File: config.mk
export PLATFORM = sky130hd
export DESIGN_NAME = cache_top
export DESIGN_NICKNAME = d
export VERILOG_FILES = /design/src/hw/cache_geom_pkg.sv /design/src/hw/cache_bus_pkg.sv /design/src/hw/cache_ctrl.sv /design/src/hw/cache_line.sv /design/src/hw/cache_top.sv /design/src/hw/hit_select.sv
export SDC_FILE = /design/constraint.sdc
export NUM_CORES = 1
export LEC_CHECK = 0
export ABC_AREA = 1
export BUFFER_PORTS_ARGS = -buffer_cell sky130_fd_sc_hd__buf_2
export CAP_MARGIN = 25
export CORE_UTILIZATION = 54
export DETAILED_ROUTE_END_ITERATION = 12
export PLACE_DENSITY = 0.72
export SLEW_MARGIN = 20
export SYNTH_ARGS = -nofsm -noshare
export SYNTH_HDL_FRONTEND = slang
export SYNTH_SLANG_ARGS = --single-unit
File: constraint.sdc
create_clock -name clk -period 5.02 [get_ports clk]
set_input_delay 0.753 -clock clk [delete_from_list [all_inputs] [get_ports clk]]
set_output_delay 0.753 -clock clk [all_outputs]
set_load 0.01 [all_outputs]
File: src/hw/cache_geom_pkg.sv
package cache_geom_pkg;

  // address split: tag | index | byte offset
  localparam int ADDR_W     = 32;
  localparam int DATA_W     = 32;
  localparam int INDEX_W    = 3;
  localparam int TAG_W      = 27;
  localparam int OFFSET_W   = 2;
  localparam int LINE_COUNT = 8;

  typedef logic [INDEX_W-1:0] cache_index_t;

  typedef logic [TAG_W-1:0] cache_tag_t;

  typedef logic [DATA_W-1:0] cache_word_t;

  // field view of an address, msb first
  typedef struct packed {
    cache_tag_t            tag;
    cache_index_t          index;
    logic [OFFSET_W-1:0]   offset;
  } cache_addr_fields_s;

  // raw for the memory bus and address compares,
  // fields for the line lookup
  typedef union packed {
    logic [ADDR_W-1:0]  raw;
    cache_addr_fields_s fields;
  } cache_addr_u;

endpackage

File: src/hw/cache_bus_pkg.sv
package cache_bus_pkg;

  // cpu side, sampled as a level while idle
  typedef struct packed {
    cache_geom_pkg::cache_addr_u address;
    cache_geom_pkg::cache_word_t data;
    logic                        write_enable;
    logic                        read_enable;
  } cpu_req_s;

  typedef struct packed {
    logic                        data_ready;
    cache_geom_pkg::cache_word_t data;
  } cpu_rsp_s;

  // memory bus, write enable is a single pulse
  typedef struct packed {
    cache_geom_pkg::cache_addr_u fetch_address;
    cache_geom_pkg::cache_word_t fetch_write_data;
    logic                        fetch_write_enable;
  } mem_req_s;

  // broadcast to every line, each line checks the index
  typedef struct packed {
    logic                        enable;
    cache_geom_pkg::cache_index_t index;
    cache_geom_pkg::cache_tag_t  tag;
    cache_geom_pkg::cache_word_t data;
  } line_write_s;

  // one line's lookup answer
  typedef struct packed {
    logic                        hit;
    cache_geom_pkg::cache_word_t data;
  } line_read_s;

  // combined answer over all lines
  typedef struct packed {
    logic                        hit;
    cache_geom_pkg::cache_word_t data;
  } lookup_s;

  typedef enum logic [1:0] {
    IDLE  = 2'b00,
    READ  = 2'b01,
    WRITE = 2'b10
  } ctrl_state_e;

endpackage

File: src/hw/cache_ctrl.sv
module cache_ctrl (
  input  logic                        clk,
  input  logic                        reset,
  input  cache_bus_pkg::cpu_req_s     cpu_req,
  output cache_bus_pkg::cpu_rsp_s     cpu_rsp,
  output cache_bus_pkg::mem_req_s     mem_req,
  input  cache_geom_pkg::cache_word_t fetch_read_data,
  output cache_geom_pkg::cache_addr_u lookup_addr,
  output cache_bus_pkg::line_write_s  line_write,
  input  cache_bus_pkg::lookup_s      lookup
);

  cache_bus_pkg::ctrl_state_e  state;
  cache_bus_pkg::cpu_req_s     req;
  cache_geom_pkg::cache_addr_u word_addr;
  logic                        fetch_match;
  logic                        start;

  assign start = (state == cache_bus_pkg::IDLE) &&
                 (cpu_req.write_enable || cpu_req.read_enable);

  // request held for the whole access
  always_ff @(posedge clk)
  begin
    if (start)
    begin
      req <= cpu_req;
    end
  end

  // low address bits are ignored
  always_comb
  begin
    word_addr               = req.address;
    word_addr.fields.offset = '0;
  end

  assign fetch_match = (mem_req.fetch_address.raw == word_addr.raw);
  assign lookup_addr = req.address;

  // line update, fill on read miss or write-allocate
  always_comb
  begin
    line_write.enable = 1'b0;
    line_write.index  = req.address.fields.index;
    line_write.tag    = req.address.fields.tag;
    line_write.data   = fetch_read_data;
    case (state)
      cache_bus_pkg::READ:
      begin
        line_write.enable = !lookup.hit && fetch_match;
      end
      cache_bus_pkg::WRITE:
      begin
        line_write.enable = 1'b1;
        line_write.data   = req.data;
      end
      default:
      begin
        line_write.enable = 1'b0;
      end
    endcase
  end

  always_ff @(posedge clk or posedge reset)
  begin
    if (reset)
    begin
      state   <= cache_bus_pkg::IDLE;
      cpu_rsp <= '0;
      mem_req <= '0;
    end
    else
    begin
      // both strobes are single-cycle pulses
      cpu_rsp.data_ready         <= 1'b0;
      mem_req.fetch_write_enable <= 1'b0;
      case (state)
        cache_bus_pkg::IDLE:
        begin
          // write wins over read
          if (cpu_req.write_enable)
          begin
            state <= cache_bus_pkg::WRITE;
          end
          else if (cpu_req.read_enable)
          begin
            state <= cache_bus_pkg::READ;
          end
        end
        cache_bus_pkg::READ:
        begin
          if (lookup.hit)
          begin
            cpu_rsp.data_ready <= 1'b1;
            cpu_rsp.data       <= lookup.data;
            state              <= cache_bus_pkg::IDLE;
          end
          else if (fetch_match)
          begin
            cpu_rsp.data_ready <= 1'b1;
            cpu_rsp.data       <= fetch_read_data;
            state              <= cache_bus_pkg::IDLE;
          end
          else
          begin
            // memory answers next cycle at the new address
            mem_req.fetch_address <= word_addr;
          end
        end
        cache_bus_pkg::WRITE:
        begin
          mem_req.fetch_address      <= word_addr;
          mem_req.fetch_write_data   <= req.data;
          mem_req.fetch_write_enable <= 1'b1;
          cpu_rsp.data_ready         <= 1'b1;
          cpu_rsp.data               <= req.data;
          state                      <= cache_bus_pkg::IDLE;
        end
        default:
        begin
          state <= cache_bus_pkg::IDLE;
        end
      endcase
    end
  end

  ready_is_pulse: assert property (
    @(posedge clk) disable iff (reset)
    cpu_rsp.data_ready |=> !cpu_rsp.data_ready
  );

  // pulse only in the cycle after WRITE was entered from idle
  write_after_write_state: assert property (
    @(posedge clk) disable iff (reset)
    mem_req.fetch_write_enable |->
      ($past(state) == cache_bus_pkg::WRITE) && ($past(state, 2) == cache_bus_pkg::IDLE)
  );

endmodule

File: src/hw/cache_line.sv
module cache_line #(
  parameter cache_geom_pkg::cache_index_t LINE_INDEX = '0
) (
  input  logic                        clk,
  input  logic                        reset,
  input  cache_geom_pkg::cache_addr_u lookup_addr,
  input  cache_bus_pkg::line_write_s  line_write,
  output cache_bus_pkg::line_read_s   line_read
);

  logic                        valid;
  cache_geom_pkg::cache_tag_t  tag;
  cache_geom_pkg::cache_word_t data;
  logic                        write_here;
  logic                        index_match;

  assign write_here  = line_write.enable && (line_write.index == LINE_INDEX);
  assign index_match = (lookup_addr.fields.index == LINE_INDEX);

  always_ff @(posedge clk or posedge reset)
  begin
    if (reset)
    begin
      valid <= 1'b0;
    end
    else if (write_here)
    begin
      valid <= 1'b1;
    end
  end

  // tag and word, rewritten on every fill
  always_ff @(posedge clk)
  begin
    if (write_here)
    begin
      tag  <= line_write.tag;
      data <= line_write.data;
    end
  end

  assign line_read.hit  = valid && index_match && (tag == lookup_addr.fields.tag);
  assign line_read.data = data;

  // no invalidation path exists, lines only ever fill
  valid_never_drops: assert property (
    @(posedge clk) disable iff (reset)
    valid |=> valid
  );

endmodule

File: src/hw/cache_top.sv
module cache_top (
  input  logic                        clk,
  input  logic                        reset,
  input  cache_bus_pkg::cpu_req_s     cpu_req,
  output cache_bus_pkg::cpu_rsp_s     cpu_rsp,
  output cache_bus_pkg::mem_req_s     mem_req,
  input  cache_geom_pkg::cache_word_t fetch_read_data
);

  cache_geom_pkg::cache_addr_u lookup_addr;
  cache_bus_pkg::line_write_s  line_write;
  cache_bus_pkg::lookup_s      lookup;
  cache_bus_pkg::line_read_s   line_reads [cache_geom_pkg::LINE_COUNT];

  cache_ctrl cache_ctrl_i (
    .clk             (clk),
    .reset           (reset),
    .cpu_req         (cpu_req),
    .cpu_rsp         (cpu_rsp),
    .mem_req         (mem_req),
    .fetch_read_data (fetch_read_data),
    .lookup_addr     (lookup_addr),
    .line_write      (line_write),
    .lookup          (lookup)
  );

  // one instance per line, each knows its own index
  for (genvar i = 0; i < cache_geom_pkg::LINE_COUNT; i++)
  begin : gen_lines
    cache_line #(
      .LINE_INDEX (cache_geom_pkg::cache_index_t'(i))
    ) cache_line_i (
      .clk         (clk),
      .reset       (reset),
      .lookup_addr (lookup_addr),
      .line_write  (line_write),
      .line_read   (line_reads[i])
    );
  end

  hit_select hit_select_i (
    .lines  (line_reads),
    .lookup (lookup)
  );

endmodule

File: src/hw/hit_select.sv
module hit_select (
  input  cache_bus_pkg::line_read_s lines [cache_geom_pkg::LINE_COUNT],
  output cache_bus_pkg::lookup_s    lookup
);

  logic [cache_geom_pkg::LINE_COUNT-1:0] hits;

  always_comb
  begin
    for (int i = 0; i < cache_geom_pkg::LINE_COUNT; i++)
    begin
      hits[i] = lines[i].hit;
    end
  end

  // and-or mux, zero when nothing hits
  always_comb
  begin
    lookup = '0;
    for (int i = 0; i < cache_geom_pkg::LINE_COUNT; i++)
    begin
      lookup.hit  = lookup.hit | lines[i].hit;
      lookup.data = lookup.data | ({cache_geom_pkg::DATA_W{lines[i].hit}} & lines[i].data);
    end
  end

  // index compare inside each line keeps hits exclusive
  always_comb
  begin
    single_hit: assert final ($onehot0(hits))
    else
      $error("more than one cache line hit: %b", hits);
  end

endmodule

---- Yosys cells after proc, flatten, opt, wreduce, memory -nomap -nowiden ----
Index checks and enable logic that the tools add are counted.
W data, S select, Z words.
storage, ports and cells
  register bits ........................... 644
  input port bits ......................... 100
  output and inout bits ................... 98
  word-level logic and storage cells ...... 124
cells by class
  equal/unequal tests ..................... 22
  multiplexer cells ....................... 14
  bitwise operators ....................... 22
  reduce and logical (&&, ||, !) cells .... 34
operator list
  kind                  number
  $and A32 B32 Y32      8
  $or A32 B32 Y32       7
  $eq A27 B27 Y1        8
  $mux W32              3
  $mux W33              2
  $pmux W33 S2          1
  $pmux W32 S2          1
  $eq A32 B32 Y1        1
  $logic_and A1 B1 Y1   26
  $eq A3 B3 Y1 const B  4
  $mux W2               4
  $or A1 B1 Y1          7
  $eq A3 B2 Y1 const B  2
  $ne A2 B2 Y1 const B  2
  $pmux W2 S2           1
  $reduce_and A2 Y1     2
  $eq A3 B1 Y1 const B  1
  $logic_not A3 Y1      1
  $ne A3 B1 Y1 const B  1
  $ne A3 B3 Y1 const B  1
  $reduce_and A3 Y1     1
  $eq A2 B1 Y1 const B  1
  $eq A2 B2 Y1 const B  1
  $logic_not A2 Y1      1
  5 further kinds       5

---- Longest topological paths before layout ----
  depth after elaboration ................. 14
  gate-level depth with buffers ........... 19

---- By module ----
A second synthesis with hierarchy kept.
second synthesis, totals
  cell total of the unflattened synthesis .. 3,124
  area total of the unflattened synthesis .. 29,328.1 um^2
modules (own cells, without submodules)
  module                                       instances  cells an instance  area each (um^2)
  cache_ctrl                                   1          1,031              8,287.9
  cache_line at gen_lines[1].cache_line_i ...  3          196                2,351.0
  cache_line at gen_lines[5].cache_line_i ...  2          197                2,357.3
  cache_line at gen_lines[0].cache_line_i      1          199                2,371.0
  cache_line at gen_lines[3].cache_line_i      1          198                2,359.8
  cache_line at gen_lines[7].cache_line_i      1          197                2,354.8
  hit_select                                   1          517                2,187.1

---- Worst setup path before layout ----
Ideal clock, no wire load.
  kind .................................... input port to flip-flop
  start point ............................. input port cpu_req[1] in the netlist's numbering
  end point ............................... register cache_ctrl_i.req (netlist bit cache_ctrl_i.lookup_addr[10]) (enable)
  setup time .............................. 485 ps
  arrival time ............................ 3,443 ps
  required time ........................... 4,535 ps
  setup slack ............................. 1,092 ps
  stages on the path ...................... 2
  path buffers ............................ 0
  cell sequence ........................... nor2_1 nor2_1
on the way
  word-level cells in the longest chain between the ends .. 2
RTL lines
  item                          line              source
  start: declaration            cache_top.sv:4    input cache_bus_pkg::cpu_req_s cpu_req,
  $logic_or A1 B1 Y1            cache_ctrl.sv:20  (cpu_req.write_enable || cpu_req.read_enable);
  $logic_and A1 B1 Y1           cache_ctrl.sv:19  assign start = (state == cache_bus_pkg::IDLE) &&
  named net cache_ctrl_i.start  cache_ctrl.sv:17  logic start;
  end signal: assignment        cache_ctrl.sv:27  req <= cpu_req;
  end: declaration              cache_ctrl.sv:14  cache_bus_pkg::cpu_req_s req;
The timed path passes the listed nets, and every way through them passes these cells.
A chain may end at the register's enable or synchronous reset.

---- Worst setup path in the final report ----
  start point ............................. register cache_ctrl_i.req (netlist bit cache_ctrl_i.lookup_addr[14])
  end point ............................... register gen_lines[5].cache_line_i.data[20] (enable)
on the way
  word-level cells in the longest chain between the ends .. 13
RTL lines
  item                                            line              source
  $eq A27 B27 Y1                                  cache_line.sv:42  assign line_read.hit = valid && index_match && (tag == lookup_addr.fields.tag);
  $logic_and A1 B1 Y1                             cache_line.sv:42
  $or A1 B1 Y1 (7 in series)                      hit_select.sv:22  lookup.hit = lookup.hit | lines[i].hit;
  $logic_not A1 Y1                                cache_ctrl.sv:51  line_write.enable = !lookup.hit && fetch_match;
  $logic_and A1 B1 Y1 (*)                         cache_ctrl.sv:51
  $pmux W1 S2 (*)                                 cache_ctrl.sv:48  case (state)
  $logic_and A1 B1 Y1 (*)                         cache_line.sv:17  assign write_here = line_write.enable && (line_write.index == LINE_INDEX);
  named net gen_lines[5].cache_line_i.write_here  cache_line.sv:14  logic write_here;
  end signal: assignment                          cache_line.sv:38  data <= line_write.data;
  end: declaration                                cache_line.sv:13  cache_geom_pkg::cache_word_t data;
Mark *: on every way through the listed nets, which the timed path passes. The rest lies on a longest branch.

==> reports/summary.txt <==
FF+latch count, synth: 640
WL/cell: 23.9 um
CTS H-tree lvls: 3
total CTS buffers: 70
I/O Buffers: 193
final hold violation count: 0
Final min period: 4020 ps
Max Freq: 0.249 GHz
DRT Wirelength: 96,600 um
CP Data Arrival Time: 4320 ps
Core ar.: 53,800 um^2
via count: 23,200
CP max stage delay: 960 ps
RSZ-0062 raised after global routing: false
initial DRC count: 2,370
Max clock buf depth: 3
Starting Density: 54.7%
DIE HEIGHT: 235 um
antenna violations before repair: 2
CTS tree: done
Reg2Reg Depth: 11
Vias per Instance: 5.75
Setup-failing EPs final: 0
Syn Area/Cell: 9.59 um^2
Reg-to-Reg Start: cache_ctrl_i.lookup_addr[14]
fin. max-slew vios: 0
Worst-Skew Late Latency: 630 ps
Inst Count DP: 3,909
Min-Delay Path Class: input port to asynchronous set/reset pin
io pins: 198
clk root buf: clkbuf_16
Rel. slew slack: 37.3%
critical path's top delay family: simple AND/OR/NAND/NOR gates
Routed Antenna Nets: 0
Netlist cell types: 36
vias in the first global route: 22,900
Peak VDD IR: 0.344 mV
HPWL after DPL: 64,800 um
Cell Pwr Density: 532 nW/um^2
Finished Layout Cells: 4,039
worst r2r dst: gen_lines[5].cache_line_i.data[20]
total power: 17,900 uW
Reg2Reg Setup Slack: 1000 ps
Synth Warn #: 0
Synth Cell Area: 29,400 um^2
CP Cell Sequence: xor2_1 > nor3_1 > nand3_1 > nor2_1 > nand2_1 > nor2_2 > nand4_2 > a21oi_4 > nand2_1 > inv_2 > buf_12
Layout Utilization: 62.7%
setup_tns: 0 ps
Crit path buffers/inverters: 2
Gate Count Post-Synth: 3,068
Crit Path Category: flip-flop to flip-flop
commonest non-fill, non-tap cell in the layout: nand2_1
Worst-Margin Slew: 941 ps
CP max-delay cell: edfxtp_1
Fin Hold WS: 128 ps
global-route wire length before repair: 143,000 um
Layout Nets: 3,388
full die area: 55,400 um^2
postcts setup bufs: 0
Crit path required time: 5330 ps
row cnt: 85
largest net degree at the start of global routing: 67
area grow syn2layout: 14.7%
period utilization: 80.0%
DR pass1 iterations: 6
CTS resizes: 0
status: finished clean
CTS Hold Buffers Added: 0
Residual DRC: 0
Overall Global Routing Usage: 35.3%
grt total ovfl: 0
Fill cells: 4,353
register area share after synthesis: 63.5%
most used cell, CP: nand2_1
highest-count cells in the layout ignoring fill and taps: 1,054 x nand2_1, 534 x edfxtp_1, 302 x nor2_1, 293 x nand3_1, 250 x inv_1
CP startpoint kind: flip-flop
Placer Congestion: 1.01
share of cells above drive strength 1: 13.0%
Pleak: 0.0148 uW
DIE WIDTH: 235 um
CTS sink cnt: 640
Max-Cap Viols: 0
Clock Skews: 21.6 ps
clock transition at the registers of the reported paths: 60 ps
Worst Setup End Kind: flip-flop
CP max FO: 25
## how the worst max path moves through the flow
stage                                 start                            endpoint  slack (ps)  cells after the start
2_1_floorplan                    cpu_req[1]        cache_ctrl_i.lookup_addr[10]        1090                      2
3_3_place_gp   cache_ctrl_i.lookup_addr[14]  gen_lines[5].cache_line_i.data[21]        1230                     11
3_5_place_dp   cache_ctrl_i.lookup_addr[21]             cache_ctrl_i.cpu_rsp[3]        1180                     15
4_1_cts        cache_ctrl_i.lookup_addr[21]             cache_ctrl_i.cpu_rsp[9]        1120                     15
5_1_grt        cache_ctrl_i.lookup_addr[14]  gen_lines[5].cache_line_i.data[21]         890                     11
6_report       cache_ctrl_i.lookup_addr[14]  gen_lines[5].cache_line_i.data[20]        1000                     11
## synth_stat cells
cell / count / area [um^2]
a21oi_1: 64 / 320
a21oi_2: 8 / 70.1
a21oi_4: 1 / 16.3
and2_1: 3 / 18.8
buf_1: 2 / 7.51
buf_2: 52 / 260
buf_4: 15 / 113
buf_6: 8 / 90.1
clkbuf_1: 45 / 169
clkinv_1: 1 / 3.75
conb_1: 1 / 3.75
dfrtp_1: 106 / 2650
edfxtp_1: 534 / 16000
ha_1: 3 / 37.5
inv_1: 260 / 976
inv_2: 18 / 67.6
nand2_1: 1055 / 3960
nand2_4: 1 / 11.3
nand2b_1: 1 / 6.26
nand3_1: 293 / 1470
nand3b_1: 11 / 82.6
nand4_1: 87 / 544
nand4_2: 1 / 12.5
nand4_4: 1 / 21.3
nor2_1: 309 / 1160
nor2_2: 12 / 75.1
nor2_4: 1 / 11.3
nor2b_1: 1 / 6.26
nor3_1: 11 / 55.1
nor3b_1: 1 / 7.51
o21ai_0: 52 / 260
o21ai_1: 12 / 60.1
or2_1: 5 / 31.3
or2_2: 2 / 12.5
xnor2_1: 52 / 455
xor2_1: 39 / 342
## worst register-to-register path, stage by stage (launching register included)
cell      delay (ps)
edfxtp_1         960
xor2_1           140
nor3_1           640
nand3_1          140
nor2_1           140
nand2_1          150
nor2_2           290
nand4_2          200
a21oi_4          360
nand2_1          160
inv_2            240
buf_12           250
## area by class of cell
cell class | instances | area (um^2) | share of cell area (%)
antenna | 1 | 2.50 | 0.00742
clock inverter | 37 | 474 | 1.41
clock buffer | 92 | 1880 | 5.58
tap | 696 | 871 | 2.58
sequential | 640 | 18700 | 55.4
multi-input combinational | 2028 | 9080 | 26.9
timing repair buffer | 266 | 1700 | 5.04
inverter | 279 | 1050 | 3.11
## kinds of logic after synthesis
kind of cell             synth area share (%)
XOR/XNOR                                 2.71
flip-flops                               63.5
AND/OR/NAND/NOR                          25.4
buffers and inverters                    5.73
other                                  0.0127
AO/OA/AOI/OAI                            2.47
adder cells (fa/ha/maj)                 0.128
## report_power, final
part,internal [uW],switching (uW)
Clock,3060,2210
Sequential,7010,715
Combinational,1440,3520
## sequential cells by signal (all words and copies together) (netlist names)
signal and count:
gen_lines.cache_line_i.data 256, gen_lines.cache_line_i.tag 216, cache_ctrl_i.mem_req 63, cache_ctrl_i.cpu_rsp 33, cache_ctrl_i.req 32, cache_ctrl_i.lookup_addr 30
gen_lines.cache_line_i.valid 8, cache_ctrl_i.state 2
## routing by layer
| layer | wire, um | share of wire [%] | vias to the layer above | global-route usage [%] |
|---|---|---|---|---|
| met5 | 11 | 0.011 | - | 0 |
| met4 | 4690 | 4.9 | 2 | 16.7 |
| met3 | 9240 | 9.6 | 256 | 6.89 |
| met2 | 45900 | 48 | 1333 | 57.5 |
| met1 | 36700 | 38 | 11100 | 45.6 |
| li1 | - | - | 10600 | - |
## metrics by stage
| stage | area [um^2] | setup WS [ps] |
|---|---|---|
| 2_1_floorplan | 29400 | 1090 |
| 3_3_place_gp | 31400 | 1230 |
| 3_5_place_dp | 31400 | 1180 |
| 4_1_cts | 33700 | 1120 |
| 5_1_grt | 33700 | 893 |
| 6_report | 33700 | 1000 |
No activity file was read; power rests on OpenSTA's default activity.
